### config.mk
export PLATFORM = sky130hd
export DESIGN_NAME = gat_slice
export DESIGN_NICKNAME = d
export VERILOG_FILES = /design/src/rtl/gat_pkg.sv /design/src/rtl/gat_slice.sv /design/src/rtl/pipe_debugger.sv /design/src/rtl/row_aggregator.sv /design/src/rtl/dmvm_unit.sv /design/src/rtl/spmm_unit.sv /design/src/rtl/edge_dispatch.sv
export VERILOG_INCLUDE_DIRS = /design/src /design/src/include
export SDC_FILE = /design/constraint.sdc
export NUM_CORES = 2
export LEC_CHECK = 0
export BUFFER_PORTS_ARGS = -buffer_cell sky130_fd_sc_hd__buf_4
export CAP_MARGIN = 15
export CORE_UTILIZATION = 40
export DETAILED_ROUTE_END_ITERATION = 7
export PLACE_DENSITY_LB_ADDON = 0.08
export SYNTH_ARGS = -nofsm -noshare
export SYNTH_HDL_FRONTEND = slang
export SYNTH_SLANG_ARGS = --single-unit
### constraint.sdc
create_clock -name clk -period 13.84 [get_ports clk]
set_input_delay 2.076 -clock clk [delete_from_list [all_inputs] [get_ports clk]]
set_output_delay 2.076 -clock clk [all_outputs]
set_load 0.02 [all_outputs]
### src/include/gat_defs.svh
`ifndef GAT_DEFS_SVH
`define GAT_DEFS_SVH

// number of feature lanes in one edge record.
`define GAT_LANES 4

// width of a feature and of an edge coefficient.
`define GAT_FEAT_W 8

// accumulators and scores need headroom for long groups.
`define GAT_ACC_W 24

// width of one clipped output lane.
`define GAT_OUT_W 16

// edge and group counters.
`define GAT_CNT_W 16

`endif
### src/rtl/gat_pkg.sv
`default_nettype none

`include "gat_defs.svh"

package gat_pkg;

  //////////////////////////////
  // scalar types
  //////////////////////////////

  typedef logic signed [`GAT_FEAT_W-1:0] feat_t;
  typedef logic signed [`GAT_ACC_W-1:0]  acc_t;
  typedef logic        [`GAT_OUT_W-1:0]  out_lane_t;
  typedef logic        [`GAT_CNT_W-1:0]  cnt_t;
  typedef logic        [7:0]             dbg_flags_t;  // sticky handshake flags.

  //////////////////////////////
  // vectors and records
  //////////////////////////////

  typedef feat_t     [`GAT_LANES-1:0] feat_vec_t;
  typedef acc_t      [`GAT_LANES-1:0] acc_vec_t;
  typedef out_lane_t [`GAT_LANES-1:0] out_vec_t;

  typedef struct packed {
    feat_t     coef;
    feat_vec_t feat;
    logic      last;  // closes the destination row.
  } edge_rec_t;

  typedef struct packed {
    acc_vec_t acc;
    cnt_t     edge_cnt;
  } spmm_res_t;

  typedef struct packed {
    out_vec_t lane;
    acc_t     score;
    cnt_t     edge_cnt;
  } out_rec_t;

endpackage

`default_nettype wire

### src/rtl/gat_slice.sv
`default_nettype none

module gat_slice
  import gat_pkg::*;
(
  input  wire logic      clk,
  input  wire logic      rst_n,
  input  wire logic      in_valid_i,
  input  wire edge_rec_t in_rec_i,
  output logic           in_ready_o,
  input  wire feat_vec_t wgt_i,
  output logic           out_valid_o,
  output out_rec_t       out_rec_o,
  input  wire logic      out_ready_i,
  input  wire cnt_t      dbg_group_i,
  output dbg_flags_t     dbg_flags_o,
  output cnt_t           dbg_groups_o,
  output acc_t           dbg_score_o
);

  logic      a_valid;
  edge_rec_t a_rec;
  logic      a_ready;
  logic      b_valid;
  edge_rec_t b_rec;
  logic      b_ready;
  logic      spmm_valid;
  spmm_res_t spmm_res;
  logic      spmm_ready;
  logic      score_valid;
  acc_t      score;
  logic      score_ready;

  edge_dispatch edge_dispatch_i (
    .clk, .rst_n,
    .in_valid_i, .in_rec_i, .in_ready_o,
    .a_valid_o (a_valid), .a_rec_o (a_rec), .a_ready_i (a_ready),
    .b_valid_o (b_valid), .b_rec_o (b_rec), .b_ready_i (b_ready)
  );

  // the two units run side by side on the same edge stream.
  spmm_unit spmm_unit_i (
    .clk, .rst_n,
    .edge_valid_i (a_valid), .edge_rec_i (a_rec), .edge_ready_o (a_ready),
    .res_valid_o (spmm_valid), .res_o (spmm_res), .res_ready_i (spmm_ready)
  );

  dmvm_unit dmvm_unit_i (
    .clk, .rst_n,
    .edge_valid_i (b_valid), .edge_rec_i (b_rec), .edge_ready_o (b_ready),
    .wgt_i,
    .score_valid_o (score_valid), .score_o (score), .score_ready_i (score_ready)
  );

  row_aggregator row_aggregator_i (
    .clk, .rst_n,
    .spmm_valid_i (spmm_valid), .spmm_res_i (spmm_res), .spmm_ready_o (spmm_ready),
    .score_valid_i (score_valid), .score_i (score), .score_ready_o (score_ready),
    .out_valid_o, .out_rec_o, .out_ready_i
  );

  pipe_debugger pipe_debugger_i (
    .clk, .rst_n,
    .in_valid_i, .in_ready_i (in_ready_o),
    .a_valid_i (a_valid), .a_ready_i (a_ready),
    .b_valid_i (b_valid), .b_ready_i (b_ready),
    .out_valid_i (out_valid_o), .out_ready_i,
    .out_score_i (out_rec_o.score),
    .dbg_group_i, .dbg_flags_o, .dbg_groups_o, .dbg_score_o
  );

endmodule

`default_nettype wire

### src/rtl/pipe_debugger.sv
`default_nettype none

module pipe_debugger
  import gat_pkg::*;
(
  input  wire logic clk,
  input  wire logic rst_n,
  input  wire logic in_valid_i,
  input  wire logic in_ready_i,
  input  wire logic a_valid_i,
  input  wire logic a_ready_i,
  input  wire logic b_valid_i,
  input  wire logic b_ready_i,
  input  wire logic out_valid_i,
  input  wire logic out_ready_i,
  input  wire acc_t out_score_i,
  input  wire cnt_t dbg_group_i,
  output dbg_flags_t dbg_flags_o,
  output cnt_t       dbg_groups_o,
  output acc_t       dbg_score_o
);

  dbg_flags_t seen_now;
  dbg_flags_t seen_q;
  cnt_t       groups_q;
  acc_t       score_q;
  logic       out_fire;

  //////////////////////////////
  // sticky handshake flags
  //////////////////////////////

  // bit order from high to low follows the output, then branch b, a, input.
  assign seen_now = {out_ready_i, out_valid_i,
                     b_ready_i,   b_valid_i,
                     a_ready_i,   a_valid_i,
                     in_ready_i,  in_valid_i};

  always_ff @(posedge clk or negedge rst_n) begin
    if (!rst_n) seen_q <= '0;
    else        seen_q <= seen_q | seen_now;  // a flag never drops once set.
  end

  //////////////////////////////
  // group counter and capture
  //////////////////////////////

  assign out_fire = out_valid_i && out_ready_i;

  always_ff @(posedge clk or negedge rst_n) begin
    if (!rst_n) begin
      groups_q <= '0;
      score_q  <= '0;
    end else if (out_fire) begin
      groups_q <= groups_q + 1'b1;
      // groups_q still holds the index of the group on the output now.
      if (groups_q == dbg_group_i) score_q <= out_score_i;
    end
  end

  assign dbg_flags_o  = seen_q;
  assign dbg_groups_o = groups_q;
  assign dbg_score_o  = score_q;

endmodule

`default_nettype wire

### src/rtl/row_aggregator.sv
`default_nettype none

`include "gat_defs.svh"

module row_aggregator
  import gat_pkg::*;
(
  input  wire logic      clk,
  input  wire logic      rst_n,
  input  wire logic      spmm_valid_i,
  input  wire spmm_res_t spmm_res_i,
  output logic           spmm_ready_o,
  input  wire logic      score_valid_i,
  input  wire acc_t      score_i,
  output logic           score_ready_o,
  output logic           out_valid_o,
  output out_rec_t       out_rec_o,
  input  wire logic      out_ready_i
);

  // largest value an output lane can hold, widened to the accumulator.
  localparam acc_t LANE_MAX = acc_t'({`GAT_OUT_W{1'b1}});

  logic     out_valid_q;
  out_rec_t out_rec_q;
  out_vec_t lane_d;
  logic     join_fire;

  // both results must be present and the output register free.
  assign join_fire     = spmm_valid_i && score_valid_i && (!out_valid_q || out_ready_i);
  assign spmm_ready_o  = join_fire;
  assign score_ready_o = join_fire;
  assign out_valid_o   = out_valid_q;
  assign out_rec_o     = out_rec_q;

  //////////////////////////////
  // relu and clip
  //////////////////////////////

  always_comb begin
    acc_t v;
    for (int i = 0; i < `GAT_LANES; i++) begin
      v = $signed(spmm_res_i.acc[i]);
      if (v < 0)             lane_d[i] = '0;
      else if (v > LANE_MAX) lane_d[i] = '1;
      else                   lane_d[i] = v[`GAT_OUT_W-1:0];
    end
  end

  always_ff @(posedge clk or negedge rst_n) begin
    if (!rst_n) begin
      out_valid_q <= 1'b0;
    end else if (join_fire) begin
      out_valid_q <= 1'b1;
    end else if (out_ready_i) begin
      out_valid_q <= 1'b0;
    end
  end

  always_ff @(posedge clk) begin
    if (join_fire) begin
      out_rec_q.lane     <= lane_d;
      out_rec_q.score    <= score_i;              // score passes through signed.
      out_rec_q.edge_cnt <= spmm_res_i.edge_cnt;
    end
  end

  // a waiting score stays put until the join takes it.
  a_score_hold: assert property (@(posedge clk) disable iff (!rst_n)
    score_valid_i && !score_ready_o |=> score_valid_i && $stable(score_i));

endmodule

`default_nettype wire

### src/rtl/dmvm_unit.sv
`default_nettype none

`include "gat_defs.svh"

module dmvm_unit
  import gat_pkg::*;
(
  input  wire logic      clk,
  input  wire logic      rst_n,
  input  wire logic      edge_valid_i,
  input  wire edge_rec_t edge_rec_i,
  output logic           edge_ready_o,
  input  wire feat_vec_t wgt_i,
  output logic           score_valid_o,
  output acc_t           score_o,
  input  wire logic      score_ready_i
);

  localparam int PROD_W = 2 * `GAT_FEAT_W;

  acc_t dot_d;
  acc_t dot_q;
  logic p_valid_q;
  logic p_last_q;
  logic grp_open_q;  // max_q holds at least one edge of this group.
  acc_t max_q;
  acc_t max_d;
  logic score_valid_q;
  acc_t score_q;
  logic edge_fire;

  assign edge_ready_o  = !score_valid_q && !(p_valid_q && p_last_q);
  assign edge_fire     = edge_valid_i && edge_ready_o;
  assign score_valid_o = score_valid_q;
  assign score_o       = score_q;

  //////////////////////////////
  // dot product stage
  //////////////////////////////

  always_comb begin
    logic signed [PROD_W-1:0] prod;
    dot_d = '0;
    for (int i = 0; i < `GAT_LANES; i++) begin
      prod  = $signed(edge_rec_i.feat[i]) * $signed(wgt_i[i]);
      dot_d = dot_d + prod;
    end
  end

  always_ff @(posedge clk or negedge rst_n) begin
    if (!rst_n) begin
      p_valid_q <= 1'b0;
      p_last_q  <= 1'b0;
    end else begin
      p_valid_q <= edge_fire;
      if (edge_fire) p_last_q <= edge_rec_i.last;
    end
  end

  always_ff @(posedge clk) begin
    if (edge_fire) dot_q <= dot_d;
  end

  //////////////////////////////
  // running maximum
  //////////////////////////////

  // the first edge of a group loads the maximum directly.
  assign max_d = (!grp_open_q || dot_q > max_q) ? dot_q : max_q;

  always_ff @(posedge clk or negedge rst_n) begin
    if (!rst_n) begin
      grp_open_q    <= 1'b0;
      max_q         <= '0;
      score_valid_q <= 1'b0;
    end else begin
      if (p_valid_q) begin
        grp_open_q <= !p_last_q;
        max_q      <= max_d;
      end
      if (p_valid_q && p_last_q) score_valid_q <= 1'b1;
      else if (score_ready_i)    score_valid_q <= 1'b0;
    end
  end

  always_ff @(posedge clk) begin
    if (p_valid_q && p_last_q) score_q <= max_d;
  end

endmodule

`default_nettype wire

### src/rtl/spmm_unit.sv
`default_nettype none

`include "gat_defs.svh"

module spmm_unit
  import gat_pkg::*;
(
  input  wire logic      clk,
  input  wire logic      rst_n,
  input  wire logic      edge_valid_i,
  input  wire edge_rec_t edge_rec_i,
  output logic           edge_ready_o,
  output logic           res_valid_o,
  output spmm_res_t      res_o,
  input  wire logic      res_ready_i
);

  localparam int PROD_W = 2 * `GAT_FEAT_W;

  logic                     p_valid_q;
  logic                     p_last_q;
  logic signed [PROD_W-1:0] p_prod_q [`GAT_LANES];
  acc_t                     acc_q    [`GAT_LANES];
  acc_t                     acc_sum  [`GAT_LANES];
  cnt_t                     cnt_q;
  logic                     res_valid_q;
  spmm_res_t                res_q;
  logic                     edge_fire;

  // a group end in the product stage blocks input until the result is loaded.
  assign edge_ready_o = !res_valid_q && !(p_valid_q && p_last_q);
  assign edge_fire    = edge_valid_i && edge_ready_o;
  assign res_valid_o  = res_valid_q;
  assign res_o        = res_q;

  //////////////////////////////
  // product stage
  //////////////////////////////

  always_ff @(posedge clk or negedge rst_n) begin
    if (!rst_n) begin
      p_valid_q <= 1'b0;
      p_last_q  <= 1'b0;
    end else begin
      p_valid_q <= edge_fire;
      if (edge_fire) p_last_q <= edge_rec_i.last;
    end
  end

  always_ff @(posedge clk) begin
    if (edge_fire) begin
      for (int i = 0; i < `GAT_LANES; i++) begin
        p_prod_q[i] <= $signed(edge_rec_i.coef) * $signed(edge_rec_i.feat[i]);
      end
    end
  end

  //////////////////////////////
  // accumulate stage
  //////////////////////////////

  always_comb begin
    for (int i = 0; i < `GAT_LANES; i++) begin
      acc_sum[i] = acc_q[i] + p_prod_q[i];  // product is sign extended.
    end
  end

  always_ff @(posedge clk or negedge rst_n) begin
    if (!rst_n) begin
      for (int i = 0; i < `GAT_LANES; i++) acc_q[i] <= '0;
      cnt_q       <= '0;
      res_valid_q <= 1'b0;
    end else begin
      if (p_valid_q) begin
        for (int i = 0; i < `GAT_LANES; i++) begin
          acc_q[i] <= p_last_q ? acc_t'(0) : acc_sum[i];
        end
        cnt_q <= p_last_q ? cnt_t'(0) : cnt_q + 1'b1;
      end
      if (p_valid_q && p_last_q) res_valid_q <= 1'b1;
      else if (res_ready_i)      res_valid_q <= 1'b0;
    end
  end

  always_ff @(posedge clk) begin
    if (p_valid_q && p_last_q) begin
      for (int i = 0; i < `GAT_LANES; i++) res_q.acc[i] <= acc_sum[i];
      res_q.edge_cnt <= cnt_q + 1'b1;  // the last edge counts too.
    end
  end

  a_res_stable: assert property (@(posedge clk) disable iff (!rst_n)
    res_valid_o && !res_ready_i |=> res_valid_o && $stable(res_o));

endmodule

`default_nettype wire

### src/rtl/edge_dispatch.sv
`default_nettype none

module edge_dispatch
  import gat_pkg::*;
(
  input  wire logic      clk,
  input  wire logic      rst_n,
  input  wire logic      in_valid_i,
  input  wire edge_rec_t in_rec_i,
  output logic           in_ready_o,
  output logic           a_valid_o,
  output edge_rec_t      a_rec_o,
  input  wire logic      a_ready_i,
  output logic           b_valid_o,
  output edge_rec_t      b_rec_o,
  input  wire logic      b_ready_i
);

  edge_rec_t rec_q;
  logic      a_pend_q;  // branch a has not taken rec_q yet.
  logic      b_pend_q;
  logic      in_fire;

  // the buffer frees up when every branch still holding it takes it now.
  assign in_ready_o = (!a_pend_q || a_ready_i) && (!b_pend_q || b_ready_i);
  assign in_fire    = in_valid_i && in_ready_o;

  assign a_valid_o = a_pend_q;
  assign b_valid_o = b_pend_q;
  assign a_rec_o   = rec_q;
  assign b_rec_o   = rec_q;

  always_ff @(posedge clk or negedge rst_n) begin
    if (!rst_n) begin
      a_pend_q <= 1'b0;
      b_pend_q <= 1'b0;
    end else if (in_fire) begin
      a_pend_q <= 1'b1;
      b_pend_q <= 1'b1;
    end else begin
      if (a_ready_i) a_pend_q <= 1'b0;
      if (b_ready_i) b_pend_q <= 1'b0;
    end
  end

  always_ff @(posedge clk) begin
    if (in_fire) rec_q <= in_rec_i;
  end

  // the upstream source must hold its record until it is accepted.
  a_in_stable: assert property (@(posedge clk) disable iff (!rst_n)
    in_valid_i && !in_ready_o |=> in_valid_i && $stable(in_rec_i));

endmodule

`default_nettype wire

==> reports/metrics.cfg <==
[outcome]
status = complete, no violations

[floorplanning]
die_height_microns = 340.7
dieArea_sq_mm = 0.1161
rows = 123
start_util = 0.4058
ios = 247
coreArea_sq_mm = 0.1131
dieWidth_microns = 340.7

[place]
io_buffers = 246
place_congestion = 0.7882
place_inst = 5813
dp_hpwl_microns = 77230
placed_cell_area_sq_mm = 0.04943

[final_layout]
finalNetCount = 5379
fin_area_sq_mm = 0.05176
area_growth_syn_to_layout_pct = 12.77
final_layout_size_suffix_gt1_frac = 0.1065
final_cells = 5942

[timing]
slew-limit-headroom = 0.3975
fin_crit_ns = 11.94
max_freq_mhz = 83.77
rsz0062_at_grt = no
setup_tns_ns = 0
setup_violations = 0
hold_viol_final = 0
tightest_slew_ns = 0.9015
period_share = 0.8625
skew_ns = 0.03484
fin_hold_ws_ns = 0.4130
final_max_slew_viol_count = 0

[critical_path]
cp_slowest_stage_delay_ns = 0.60
critical_path_arrival_ns = 12.31
rrSetupSlack_ns = 2.60
startpoint = wgt_i[0]
reg2regPathDepth = 36
cpMaxStageDelayCell = fa_1
reg2reg_from = edge_dispatch_i.a_rec_o[3]
crit_path_end_kind = flip-flop
criticalPathCategory = primary input to flip-flop
critPathCapture = dmvm_unit_i.dot_q[22]
crit_top_cell = fa_1
r2r_end = dmvm_unit_i.dot_q[22]
worstPathMaxFanout = 8
required_ns = 14.22
start_kind = primary input

[clock_tree]
cts_setup_buffers = 0
clk_pin_slew_worst_paths_ns = 0.06
clock-root-buffer = clkbuf_16
h-tree-depth = 3
cts_made_buffers = 69
clk_latency_ns = 0.63
clkSinkCount = 563
cts-resized-gates = 0
clk_path_buf_depth = 3
hold_buffers = 0
cts_tree = yes

[global_routing]
antenna_found_initial = 2
grt_use_total = 0.1772
grt_pass1_wl_microns = 163900
overflow = 0
grt_pass1_vias = 30210
grt_max_degree = 67

[synth]
yosys-top-cells-count = inv_1 (707), fa_1 (546), edfxtp_1 (369), ha_1 (356), nand2_1 (306)
seq_area_frac_synth = 0.3472
synth_most_common_cell = inv_1
synthesis.area_sq_mm = 0.04590
synth_edf_count = 369
synth_cell_types = 76
yosysTopAreaCellShare = 0.2414
async_flop_share = 0.3446
yosys_warnings = 0
synth_top_cell_by_area = edfxtp_1
synth.area.top_cells = edfxtp_1 (24%), fa_1 (24%), dfrtp_1 (11%), ha_1 (9.7%), inv_1 (5.8%)
synth-seq-cells = 563
syn_nets = 5146
avgSynthCellArea_sq_um = 11.06
synth_flop_cell = edfxtp_1
syn_inst = 4151

[routing]
drc_errors = 0
vias = 29030
drt_pass1_iterations = 5
drtIter0Drc = 1308
viasPerCell = 4.886
routedWlPerCell_microns = 16.77
postRouteAntennaNets = 0
wl_microns = 99660

[worst_hold_path]
hp-class = flip-flop to flip-flop

[flow_run]
maxCapViolCount = 0

registers in the layout, summed over array words and instances (netlist names), 8 cells and up:
name                          flops
row_aggregator_i.out_rec_o      104
pipe_debugger_i.dbg_score_o      24
spmm_unit_i.cnt_q                16
dmvm_unit_i.max_q                24
dmvm_unit_i.score_o              24
dmvm_unit_i.dot_q                24
spmm_unit_i.p_prod_q             64
pipe_debugger_i.dbg_flags_o       8
pipe_debugger_i.dbg_groups_o     16
edge_dispatch_i.a_rec_o          41
spmm_unit_i.res_o               112
spmm_unit_i.acc_q                96
kinds of logic after synthesis:
group	synth area share
flops	0.3472
simple gates	0.1170
xor+xnor	0.04370
buf+inv	0.06772
mux	0.01576
fa+ha+maj	0.3352
compound gates	0.07341
routing by layer:
metal	track usage	vias to the layer above	part of all wire
li1	-	13940	-
met1	0.2498	14620	0.47
met2	0.2898	373	0.47
met3	0.02133	93	0.032
met4	0.04559	0	0.021
met5	0	-	0
worst min path at each step:
stage | from | endpoint | slack (ns) | cells past startpoint
global placement | spmm_unit_i.res_o[3] | row_aggregator_i.out_rec_o[3] | 0.40 | 0
floorplan | spmm_unit_i.res_o[0] | row_aggregator_i.out_rec_o[0] | 0.40 | 0
global route | dmvm_unit_i.score_o[19] | row_aggregator_i.out_rec_o[35] | 0.42 | 0
CTS | dmvm_unit_i.score_o[1] | row_aggregator_i.out_rec_o[17] | 0.41 | 0
finish | dmvm_unit_i.score_o[1] | row_aggregator_i.out_rec_o[17] | 0.41 | 0
detailed placement | spmm_unit_i.res_o[14] | row_aggregator_i.out_rec_o[14] | 0.40 | 0
metrics by stage:
step             util  setup slack [ns]
5_1_grt        0.4576             1.211
2_1_floorplan       -             2.247
3_3_place_gp   0.4370             1.304
3_5_place_dp   0.4370             1.248
6_report       0.4576             1.903
4_1_cts        0.4575             1.897
worst max-delay path: cells and delay by family:
| family | cells | cell delay [ns] |
|---|---|---|
| AND/OR/NAND/NOR | 6 | 0.69 |
| buffers and inverters | 6 | 0.42 |
| adder cells (fa/ha/maj) | 14 | 6.56 |
| XOR/XNOR | 1 | 0.11 |
| AO/OA/AOI/OAI | 9 | 2.43 |
layout by cell type, fill, tap and decap left out, types with 55 or more instances in the layout:
master / Yosys / layout
inv_1: 707 / 704
fa_1: 546 / 546
edfxtp_1: 369 / 369
ha_1: 356 / 356
nand2_1: 306 / 306
and2_1: 295 / 294
buf_4: 0 / 275
nor2_1: 241 / 238
dfrtp_1: 194 / 194
xnor2_1: 153 / 153
o21ai_0: 103 / 103
a21oi_1: 98 / 98
a22o_1: 82 / 82
xor2_1: 76 / 76
clkbuf_16: 0 / 73
a21o_1: 55 / 55
cell type report:
cell class / count / area (sq um)
multi-input combinational: 2766 / 26880
clock buffer: 99 / 2044
fill: 10740 / 61360
tap: 1500 / 1877
antenna: 2 / 5.005
timing repair buffer: 276 / 2078
inverter: 708 / 2661
sequential: 563 / 15940
clock inverter: 28 / 274.0
Power is not shown: default switching activity piles up to over one toggle a cycle in this logic, so the estimate is an artifact.
